$ cat src/rv_defines.svh
// RV64 execute slice global sizing macros
`ifndef RV_DEFINES_SVH
`define RV_DEFINES_SVH

// Architectural data width
`define RV_XLEN 64

// Integer register count, x0 included
`define RV_NREGS 32

// Input queue depth and producer credits after reset
`define RV_INST_CREDITS 4

// Data memory size in doublewords
`define RV_DMEM_WORDS 64

`endif
$ cat src/rv_ctrl_pkg.sv
// Control field types passed from the decoder to the execute blocks
package rv_ctrl_pkg;

  typedef enum logic [2:0] {
    ALU_ADD,
    ALU_SUB,
    ALU_SLTU,
    ALU_COPYB,
    ALU_REM,
    ALU_NONE
  } alu_op_e;

  // Branch and jump kinds, jumps always taken
  typedef enum logic [2:0] {
    BR_NONE,
    BR_JAL,
    BR_JALR,
    BR_EQ,
    BR_NE,
    BR_LTU,
    BR_GEU
  } branch_e;

  typedef enum logic [1:0] {
    MEM_NONE,
    MEM_W,
    MEM_D
  } mem_op_e;

  // ALU operand sources
  typedef enum logic {ASRC_RS1, ASRC_PC} asrc_e;

  typedef enum logic [1:0] {BSRC_RS2, BSRC_IMM, BSRC_FOUR} bsrc_e;

endpackage

$ cat src/rv_isa_pkg.sv
// RV64I instruction encoding types used by the decoder
package rv_isa_pkg;

  // Major opcodes in bits [6:0]
  typedef enum logic [6:0] {
    OP_LUI    = 7'b0110111,
    OP_AUIPC  = 7'b0010111,
    OP_JAL    = 7'b1101111,
    OP_JALR   = 7'b1100111,
    OP_BRANCH = 7'b1100011,
    OP_LOAD   = 7'b0000011,
    OP_STORE  = 7'b0100011,
    OP_IMM    = 7'b0010011,
    OP_IMM32  = 7'b0011011,
    OP_REG    = 7'b0110011,
    OP_REG32  = 7'b0111011,
    OP_SYSTEM = 7'b1110011
  } opcode_e;

  // Immediate layout of the instruction
  // R-type carries no immediate
  typedef enum logic [2:0] {
    FMT_R,
    FMT_I,
    FMT_U,
    FMT_S,
    FMT_B,
    FMT_J
  } fmt_e;

endpackage

$ cat src/rv_idu.sv
// Instruction decoder producing register indices, immediate and execute controls
`timescale 1ns/100ps
`include "rv_defines.svh"

module rv_idu (
  input  logic [31:0]               i_inst,
  output logic [4:0]                o_ra,
  output logic [4:0]                o_rb,
  output logic [4:0]                o_rd,
  output logic [`RV_XLEN-1:0]       o_imm,
  output logic                      o_reg_wen,
  output rv_ctrl_pkg::asrc_e        o_asrc,
  output rv_ctrl_pkg::bsrc_e        o_bsrc,
  output rv_ctrl_pkg::alu_op_e      o_alu_op,
  output logic                      o_word_cut,
  output rv_ctrl_pkg::branch_e      o_branch,
  output rv_ctrl_pkg::mem_op_e      o_mem_op,
  output logic                      o_mem_wr,
  output logic                      o_halt,
  output logic                      o_illegal
);

  rv_isa_pkg::opcode_e opcode;
  rv_isa_pkg::fmt_e    fmt;
  logic [2:0]          funct3;
  logic [6:0]          funct7;

  assign opcode = rv_isa_pkg::opcode_e'(i_inst[6:0]);
  assign funct3 = i_inst[14:12];
  assign funct7 = i_inst[31:25];
  assign o_ra   = i_inst[19:15];
  assign o_rb   = i_inst[24:20];
  assign o_rd   = i_inst[11:7];

  // Sign-extended immediates, bit 31 is always the sign
  always_comb begin
    case (fmt)
      rv_isa_pkg::FMT_I: o_imm = {{(`RV_XLEN-12){i_inst[31]}}, i_inst[31:20]};
      rv_isa_pkg::FMT_U: o_imm = {{(`RV_XLEN-32){i_inst[31]}}, i_inst[31:12], 12'b0};
      rv_isa_pkg::FMT_S: o_imm = {{(`RV_XLEN-12){i_inst[31]}}, i_inst[31:25], i_inst[11:7]};
      rv_isa_pkg::FMT_B: o_imm = {{(`RV_XLEN-13){i_inst[31]}}, i_inst[31], i_inst[7],
                                  i_inst[30:25], i_inst[11:8], 1'b0};
      rv_isa_pkg::FMT_J: o_imm = {{(`RV_XLEN-21){i_inst[31]}}, i_inst[31], i_inst[19:12],
                                  i_inst[20], i_inst[30:21], 1'b0};
      default:           o_imm = '0;
    endcase
  end

  always_comb begin
    // Unknown encodings fall through as illegal with no side effects
    fmt        = rv_isa_pkg::FMT_R;
    o_reg_wen  = 1'b0;
    o_asrc     = rv_ctrl_pkg::ASRC_RS1;
    o_bsrc     = rv_ctrl_pkg::BSRC_RS2;
    o_alu_op   = rv_ctrl_pkg::ALU_NONE;
    o_word_cut = 1'b0;
    o_branch   = rv_ctrl_pkg::BR_NONE;
    o_mem_op   = rv_ctrl_pkg::MEM_NONE;
    o_mem_wr   = 1'b0;
    o_halt     = 1'b0;
    o_illegal  = 1'b1;

    case (opcode)
      rv_isa_pkg::OP_LUI: begin
        fmt       = rv_isa_pkg::FMT_U;
        o_reg_wen = 1'b1;
        o_bsrc    = rv_ctrl_pkg::BSRC_IMM;
        o_alu_op  = rv_ctrl_pkg::ALU_COPYB;
        o_illegal = 1'b0;
      end
      rv_isa_pkg::OP_AUIPC: begin
        fmt       = rv_isa_pkg::FMT_U;
        o_reg_wen = 1'b1;
        o_asrc    = rv_ctrl_pkg::ASRC_PC;
        o_bsrc    = rv_ctrl_pkg::BSRC_IMM;
        o_alu_op  = rv_ctrl_pkg::ALU_ADD;
        o_illegal = 1'b0;
      end
      rv_isa_pkg::OP_JAL, rv_isa_pkg::OP_JALR: begin
        if (opcode == rv_isa_pkg::OP_JAL || funct3 == 3'b000) begin
          fmt       = (opcode == rv_isa_pkg::OP_JAL) ? rv_isa_pkg::FMT_J : rv_isa_pkg::FMT_I;
          o_branch  = (opcode == rv_isa_pkg::OP_JAL) ? rv_ctrl_pkg::BR_JAL : rv_ctrl_pkg::BR_JALR;
          // Link value pc+4 comes out of the ALU
          o_reg_wen = 1'b1;
          o_asrc    = rv_ctrl_pkg::ASRC_PC;
          o_bsrc    = rv_ctrl_pkg::BSRC_FOUR;
          o_alu_op  = rv_ctrl_pkg::ALU_ADD;
          o_illegal = 1'b0;
        end
      end
      rv_isa_pkg::OP_BRANCH: begin
        fmt       = rv_isa_pkg::FMT_B;
        o_illegal = 1'b0;
        case (funct3)
          3'b000:  o_branch = rv_ctrl_pkg::BR_EQ;
          3'b001:  o_branch = rv_ctrl_pkg::BR_NE;
          3'b110:  o_branch = rv_ctrl_pkg::BR_LTU;
          3'b111:  o_branch = rv_ctrl_pkg::BR_GEU;
          default: o_illegal = 1'b1;
        endcase
      end
      rv_isa_pkg::OP_LOAD, rv_isa_pkg::OP_STORE: begin
        if (funct3 == 3'b010 || funct3 == 3'b011) begin
          fmt       = (opcode == rv_isa_pkg::OP_LOAD) ? rv_isa_pkg::FMT_I : rv_isa_pkg::FMT_S;
          o_mem_op  = funct3[0] ? rv_ctrl_pkg::MEM_D : rv_ctrl_pkg::MEM_W;
          o_mem_wr  = (opcode == rv_isa_pkg::OP_STORE);
          o_reg_wen = (opcode == rv_isa_pkg::OP_LOAD);
          // Address is rs1 + imm
          o_bsrc    = rv_ctrl_pkg::BSRC_IMM;
          o_alu_op  = rv_ctrl_pkg::ALU_ADD;
          o_illegal = 1'b0;
        end
      end
      rv_isa_pkg::OP_IMM, rv_isa_pkg::OP_IMM32: begin
        fmt    = rv_isa_pkg::FMT_I;
        o_bsrc = rv_ctrl_pkg::BSRC_IMM;
        if (funct3 == 3'b000) begin
          o_alu_op   = rv_ctrl_pkg::ALU_ADD;
          o_word_cut = (opcode == rv_isa_pkg::OP_IMM32);
          o_reg_wen  = 1'b1;
          o_illegal  = 1'b0;
        end else if (funct3 == 3'b011 && opcode == rv_isa_pkg::OP_IMM) begin
          o_alu_op  = rv_ctrl_pkg::ALU_SLTU;
          o_reg_wen = 1'b1;
          o_illegal = 1'b0;
        end
      end
      rv_isa_pkg::OP_REG, rv_isa_pkg::OP_REG32: begin
        o_word_cut = (opcode == rv_isa_pkg::OP_REG32);
        o_reg_wen  = 1'b1;
        o_illegal  = 1'b0;
        if (funct3 == 3'b000 && funct7 == 7'b0000000) begin
          o_alu_op = rv_ctrl_pkg::ALU_ADD;
        end else if (funct3 == 3'b000 && funct7 == 7'b0100000 && !o_word_cut) begin
          o_alu_op = rv_ctrl_pkg::ALU_SUB;
        end else if (funct3 == 3'b110 && funct7 == 7'b0000001 && o_word_cut) begin
          o_alu_op = rv_ctrl_pkg::ALU_REM;
        end else begin
          o_word_cut = 1'b0;
          o_reg_wen  = 1'b0;
          o_illegal  = 1'b1;
        end
      end
      rv_isa_pkg::OP_SYSTEM: begin
        // Only ebreak, matched on the full word
        if (i_inst == 32'h0010_0073) begin
          fmt       = rv_isa_pkg::FMT_I;
          o_halt    = 1'b1;
          o_illegal = 1'b0;
        end
      end
      default: ;
    endcase
  end

endmodule

$ cat config.mk
export PLATFORM = sky130hd
export DESIGN_NAME = rv_idu
export DESIGN_NICKNAME = d
export VERILOG_FILES = /design/src/rv_ctrl_pkg.sv /design/src/rv_isa_pkg.sv /design/src/rv_idu.sv
export VERILOG_INCLUDE_DIRS = /design/src
export SDC_FILE = /design/constraint.sdc
export NUM_CORES = 1
export LEC_CHECK = 0
export BUFFER_PORTS_ARGS = -buffer_cell sky130_fd_sc_hd__buf_2
export CORE_ASPECT_RATIO = 0.8
export CORE_MARGIN = 10
export CORE_UTILIZATION = 43
export DETAILED_ROUTE_END_ITERATION = 12
export PLACE_DENSITY = 0.9
export SYNTH_ARGS = -nofsm -noshare
export SYNTH_HDL_FRONTEND = slang
export SYNTH_SLANG_ARGS = --single-unit
export TNS_END_PERCENT = 30
$ cat constraint.sdc
create_clock -name vclk -period 7.65
set_input_delay 1.1475 -clock vclk [all_inputs]
set_output_delay 1.1475 -clock vclk [all_outputs]
set_load 0.02 [all_outputs]
==> results of run 1 <==
## logic make-up (layout without fill, tap and decap cells)
kind of cell             Yosys count  count (layout)  synth area share
AND/OR/NAND/NOR                   91              91            0.3875
adder cells (fa/ha/maj)            1               1          0.007030
buffers and inverters             63             133            0.3242
XOR/XNOR                           2               2           0.01230
AO/OA/AOI/OAI                     50              50            0.2689
## synthesized netlist by cell type (all sizes together), types with 2 or more instances
master / count
or3b: 2
clkbuf: 6
a22o: 4
buf: 53
or4: 4
xnor2: 2
nor3: 5
nor2: 12
nand4: 6
inv: 4
nor4: 8
nand4b: 2
nand3: 2
a21oi: 14
a211o: 2
o2111ai: 2
o21ai: 4
or3: 4
nor3b: 3
a21o: 12
and2: 5
nor2b: 8
nand2: 22
nor4b: 3
## power breakdown
group	internal [mW]	switching (mW)	total (mW)
sequential	0	0	0
combinational	0.0236	0.0476	0.0712
clock	0	0	0
total	0.0236	0.0476	0.0712
## cell type report
cell class,count,area (um^2),share of cell area
Inverter,4,15.01,0.008949
Tap cell,40,50.05,0.02983
Timing Repair Buffer,129,650.6,0.3878
Multi-Input combinational cell,144,962.2,0.5735
## worst min-delay path by stage
| stage | startpoint | end | slack [ns] | cells past startpoint |
|---|---|---|---|---|
| after floorplan | i_inst[15] | o_ra[0] | 2.41 | 1 |
| after global placement | i_inst[11] | o_rd[4] | 2.56 | 2 |
| after detailed placement | i_inst[11] | o_rd[4] | 2.57 | 2 |
| after CTS | i_inst[11] | o_rd[4] | 2.57 | 2 |
| after global routing | i_inst[18] | o_ra[3] | 2.57 | 2 |
| final | i_inst[11] | o_rd[4] | 2.56 | 2 |
## critical path: stages
cell and delay (ns):
buf_2 0.18, and4bb_2 0.39, nand4_1 0.08, or4_1 0.58, a21oi_1 0.64, a21o_1 0.14, buf_2 0.17
## through the flow
stage / power [mW] / cell area (um^2) / std cells / worst slack [ns] / util
2_1_floorplan: 0.05317 / 1424 / 207 / 2.177 / -
3_3_place_gp: 0.07033 / 1678 / 317 / 3.189 / 0.5360
3_5_place_dp: 0.07111 / 1678 / 317 / 3.179 / 0.5360
4_1_cts: 0.07131 / 1678 / 317 / 3.177 / 0.5360
5_1_grt: 0.07750 / 1678 / 317 / 2.958 / 0.5360
6_report: 0.07124 / 1678 / 317 / 3.167 / 0.5360
## metal layers
layer	share of wire	track usage
met5	0	0
met1	0.40	0.1920
met2	0.45	0.2690
met3	0.14	0.07006
met4	0.015	0.03650
==> results.py, run 1 <==
metrics = {
    "timing": {
        "setup_viol": 0,
        "rsz0062_at_grt": "no",
        "fin_tns_setup_ns": 0,
        "tightest_slew_ns": 0.7759,
        "hold_slack_ns": 2.565,
        "slew_viol_final": 0,
        "fmax_mhz": 223.0,
        "min_period_over_period": 0.5861,
        "fin_crit_ns": 4.483,
        "final_hold_viol_count": 0,
        "relSlewSlack": 0.4827,
    },
    "floorplanning": {
        "die-area_mm2": 0.006027,
        "num_io_pins": 127,
        "fp.dieH_um": 71.47,
        "row_count": 18,
        "die_width_um": 84.34,
        "coreArea_mm2": 0.003131,
        "initial_core_util": 0.4548,
    },
    "layout": {
        "seq_cells": 0,
        "drive_gt1_frac": 0.5054,
        "nFillCells": 321,
        "diodes": 0,
        "syn2layout_area_growth_pct": 17.84,
        "layout_commonest_cell": "buf_2",
        "final_cell_mix": "127 x buf_2, 22 x nand2_1, 14 x a21oi_1, 12 x nor2_1, 12 x a21o_1",
        "regArea_um2": 0,
        "final_nets": 311,
        "clockBufferCount": 0,
    },
    "yosys": {
        "avgSynthCellArea_um2": 6.879,
        "synth_nets": 239,
        "ys_seq_area_frac": 0,
        "syn_inst": 207,
        "ys_top_cells_by_area": "buf_4 26%, a21o_1 6.3%, nand2_1 5.8%",
        "synth_area_mm2": 0.001424,
        "yosys_warnings": 0,
        "synth_top_area_share": 0.2583,
        "ys_types": 55,
        "yosys.area.top_type": "buf_4",
    },
    "worst_setup_path": {
        "cp.required_ns": 6.50,
        "crit_path_end_kind": "output pin",
        "cp_max_fo": 12,
        "cp.arrival_ns": 3.34,
        "worstSetupEndpoint": "o_imm[23]",
        "cp-startpoint": "i_inst[3]",
        "path_class": "input pin to output pin",
        "crit_path_start_kind": "input pin",
    },
    "place": {
        "port-buffer-count": 127,
        "hpwl_um": 4613,
        "gp_congestion": 0.9124,
    },
    "min_path": {
        "holdCritPathClass": "input pin to output pin",
    },
    "routing": {
        "vias": 1754,
        "vias_per_cell": 5.533,
        "drcViolationCount": 0,
        "postRouteAntennaNets": 0,
        "drtIter0Drc": 162,
        "postRouteWirelength_um": 5542,
        "dr.pass1.iters": 5,
        "routedWlPerCell_um": 17.48,
    },
    "power_and_ir_drop": {
        "leakage_nw": 1.082,
        "powerDensity_mw_per_mm2": 42.46,
        "vdd_ir_drop_max_mv": 0.02916,
    },
    "grt": {
        "grt_max_degree": 34,
        "grtUsageTotal": 0.1630,
        "grt_pass1_wl_um": 8790,
        "grt_pass1_vias": 1823,
        "antenna_found_initial": 0,
        "grt_overflow_total": 0,
    },
    "job": {
        "max_cap_viol_count": 0,
    },
    "outcome": {
        "status": "finished, final reports clean",
    },
    "clocking": {
        "post_cts_buffers": 0,
        "cts_resized": 0,
        "postCtsHoldBufs": 0,
    },
}
Note: power is estimated with default switching activity, not from simulation.
==> run 2: changes to the inputs <==
CORE_UTILIZATION = 40   (was 43)
PLACE_DENSITY = 0.85   (was 0.9)
clock period = 4.41 ns   (was 7.65 ns; I/O delays follow)
==> run 2 against run 1 <==
Sequential share of layout area is the same. Non-clock buffer count did not move. Global-route usage down 0.38 points. Largest cell class unchanged. Cell area grew 0.67%. Wire length increased by 1.2%.
==> results.py, run 2 (synthesis results as in run 1) <==
metrics = {
    "outcome": {
        "status": "finished, final reports clean",
    },
    "layout": {
        "final_cell_mix": "127 x buf_2, 22 x nand2_1, 13 x a21oi_1, 12 x nor2_1, 12 x a21o_1",
        "fin_util": 0.4934,
        "clockBufferCount": 0,
        "drive_gt1_frac": 0.5126,
        "seq_cells": 0,
        "layout_commonest_cell": "buf_2",
        "final_nets": 311,
        "regArea_um2": 0,
        "diodes": 0,
        "syn2layout_area_growth_pct": 18.63,
        "nFillCells": 353,
    },
    "worst_setup_path": {
        "cp-startpoint": "i_inst[27]",
        "path_class": "input pin to output pin",
        "crit_path_start_kind": "input pin",
        "worstPathCellList": "buf_2 -> nor4_1 -> nand2_1 -> or4_1 -> a21oi_1 -> a21o_1 -> buf_2",
        "path_common_cell": "buf_2",
        "cp.required_ns": 3.75,
        "crit_path_end_kind": "output pin",
        "max_stage_delay_ns": 0.63,
        "cp.arrival_ns": 2.86,
        "slowest_stage": "or4_1",
        "cp_max_fo": 11,
    },
    "timing": {
        "final_hold_viol_count": 0,
        "tightest_slew_ns": 0.7605,
        "fmax_mhz": 284.0,
        "relSlewSlack": 0.4930,
        "min_period_over_period": 0.7984,
        "fin_crit_ns": 3.521,
        "rsz0062_at_grt": "no",
        "fin_tns_setup_ns": 0,
        "slew_viol_final": 0,
        "setup_viol": 0,
    },
    "min_path": {
        "holdCritPathClass": "input pin to output pin",
        "holdPathEnd": "o_rd[2]",
        "holdPathStages": 2,
        "hold_start": "i_inst[9]",
    },
    "floorplanning": {
        "coreArea_mm2": 0.003423,
        "row_count": 19,
        "initial_core_util": 0.4159,
        "die-area_mm2": 0.006361,
        "die_width_um": 86.71,
        "fp.dieH_um": 73.37,
        "num_io_pins": 127,
    },
    "grt": {
        "antenna_found_initial": 0,
        "grt_overflow_total": 0,
        "grt_pass1_wl_um": 8790,
        "grt_pass1_vias": 1824,
        "grt_max_degree": 34,
        "grtUsageTotal": 0.1591,
    },
    "job": {
        "max_cap_viol_count": 0,
    },
    "routing": {
        "postRouteWirelength_um": 5607,
        "postRouteAntennaNets": 0,
        "vias_per_cell": 5.527,
        "drtIter0Drc": 136,
        "routedWlPerCell_um": 17.58,
        "drcViolationCount": 0,
        "vias": 1763,
        "dr.pass1.iters": 5,
    },
    "power_and_ir_drop": {
        "powerDensity_mw_per_mm2": 73.31,
        "vdd_ir_drop_max_mv": 0.04609,
        "leakage_nw": 1.083,
    },
    "clocking": {
        "post_cts_buffers": 0,
        "postCtsHoldBufs": 0,
        "cts_resized": 0,
    },
    "place": {
        "port-buffer-count": 127,
        "gp_congestion": 0.9386,
        "hpwl_um": 4768,
    },
}
==> run 2: cell counts in the layout (fill, tap and decap cells not counted) <==
No cell type changed its count.
==> run 2: per-stage QoR <==
| stage | setup WS [ns] | hold WS (ns) | cell area, um^2 | power (mW) | cells |
|---|---|---|---|---|---|
| after floorplan | 0.5896 | 1.436 | 1428 | 0.09217 | 207 |
| after global placement | 0.8915 | 1.592 | 1689 | 0.1234 | 319 |
| after detailed placement | 0.8529 | 1.593 | 1689 | 0.1240 | 319 |
| after CTS | 0.8494 | 1.594 | 1689 | 0.1244 | 319 |
| after global routing | 0.6767 | 1.602 | 1689 | 0.1344 | 319 |
| final | 0.8888 | 1.592 | 1689 | 0.1238 | 319 |
==> run 2: power breakdown <==
group / leakage (nW) / switching, mW / internal, mW
logic: 1.08 / 0.0827 / 0.0411
clock network: 0 / 0 / 0
registers: 0 / 0 / 0
==> run 2: worst max-delay path by stage <==
stage                 to  cells after the start  slack (ns)
3_5_place_dp   o_imm[29]                      7        0.85
3_3_place_gp   o_imm[31]                      8        0.89
2_1_floorplan  o_imm[32]                      6        0.59
5_1_grt        o_imm[28]                      7        0.68
6_report       o_imm[23]                      7        0.89
4_1_cts        o_imm[29]                      7        0.85
==> run 2: critical path, delay by kind of cell <==
kind | cells | cell delay [ns]
AO/OA/AOI/OAI | 2 | 0.78
buffers and inverters | 2 | 0.28
AND/OR/NAND/NOR | 3 | 1.14
==> run 2: final cells by class <==
cell class,count,area (um^2),share of cell area
Tap cell,42,52.55,0.03111
Timing Repair Buffer,129,650.6,0.3852
Multi-Input combinational cell,144,970.9,0.5748
Inverter,4,15.01,0.008889
==> run 2: metal layers <==
metal | vias to the layer above | GRT usage | share of wire
met4 | 0 | 0.01257 | 0.0025
met1 | 794 | 0.1850 | 0.39
met3 | 2 | 0.07956 | 0.15
li1 | 851 | - | -
met2 | 116 | 0.2668 | 0.46
met5 | - | 0 | 0
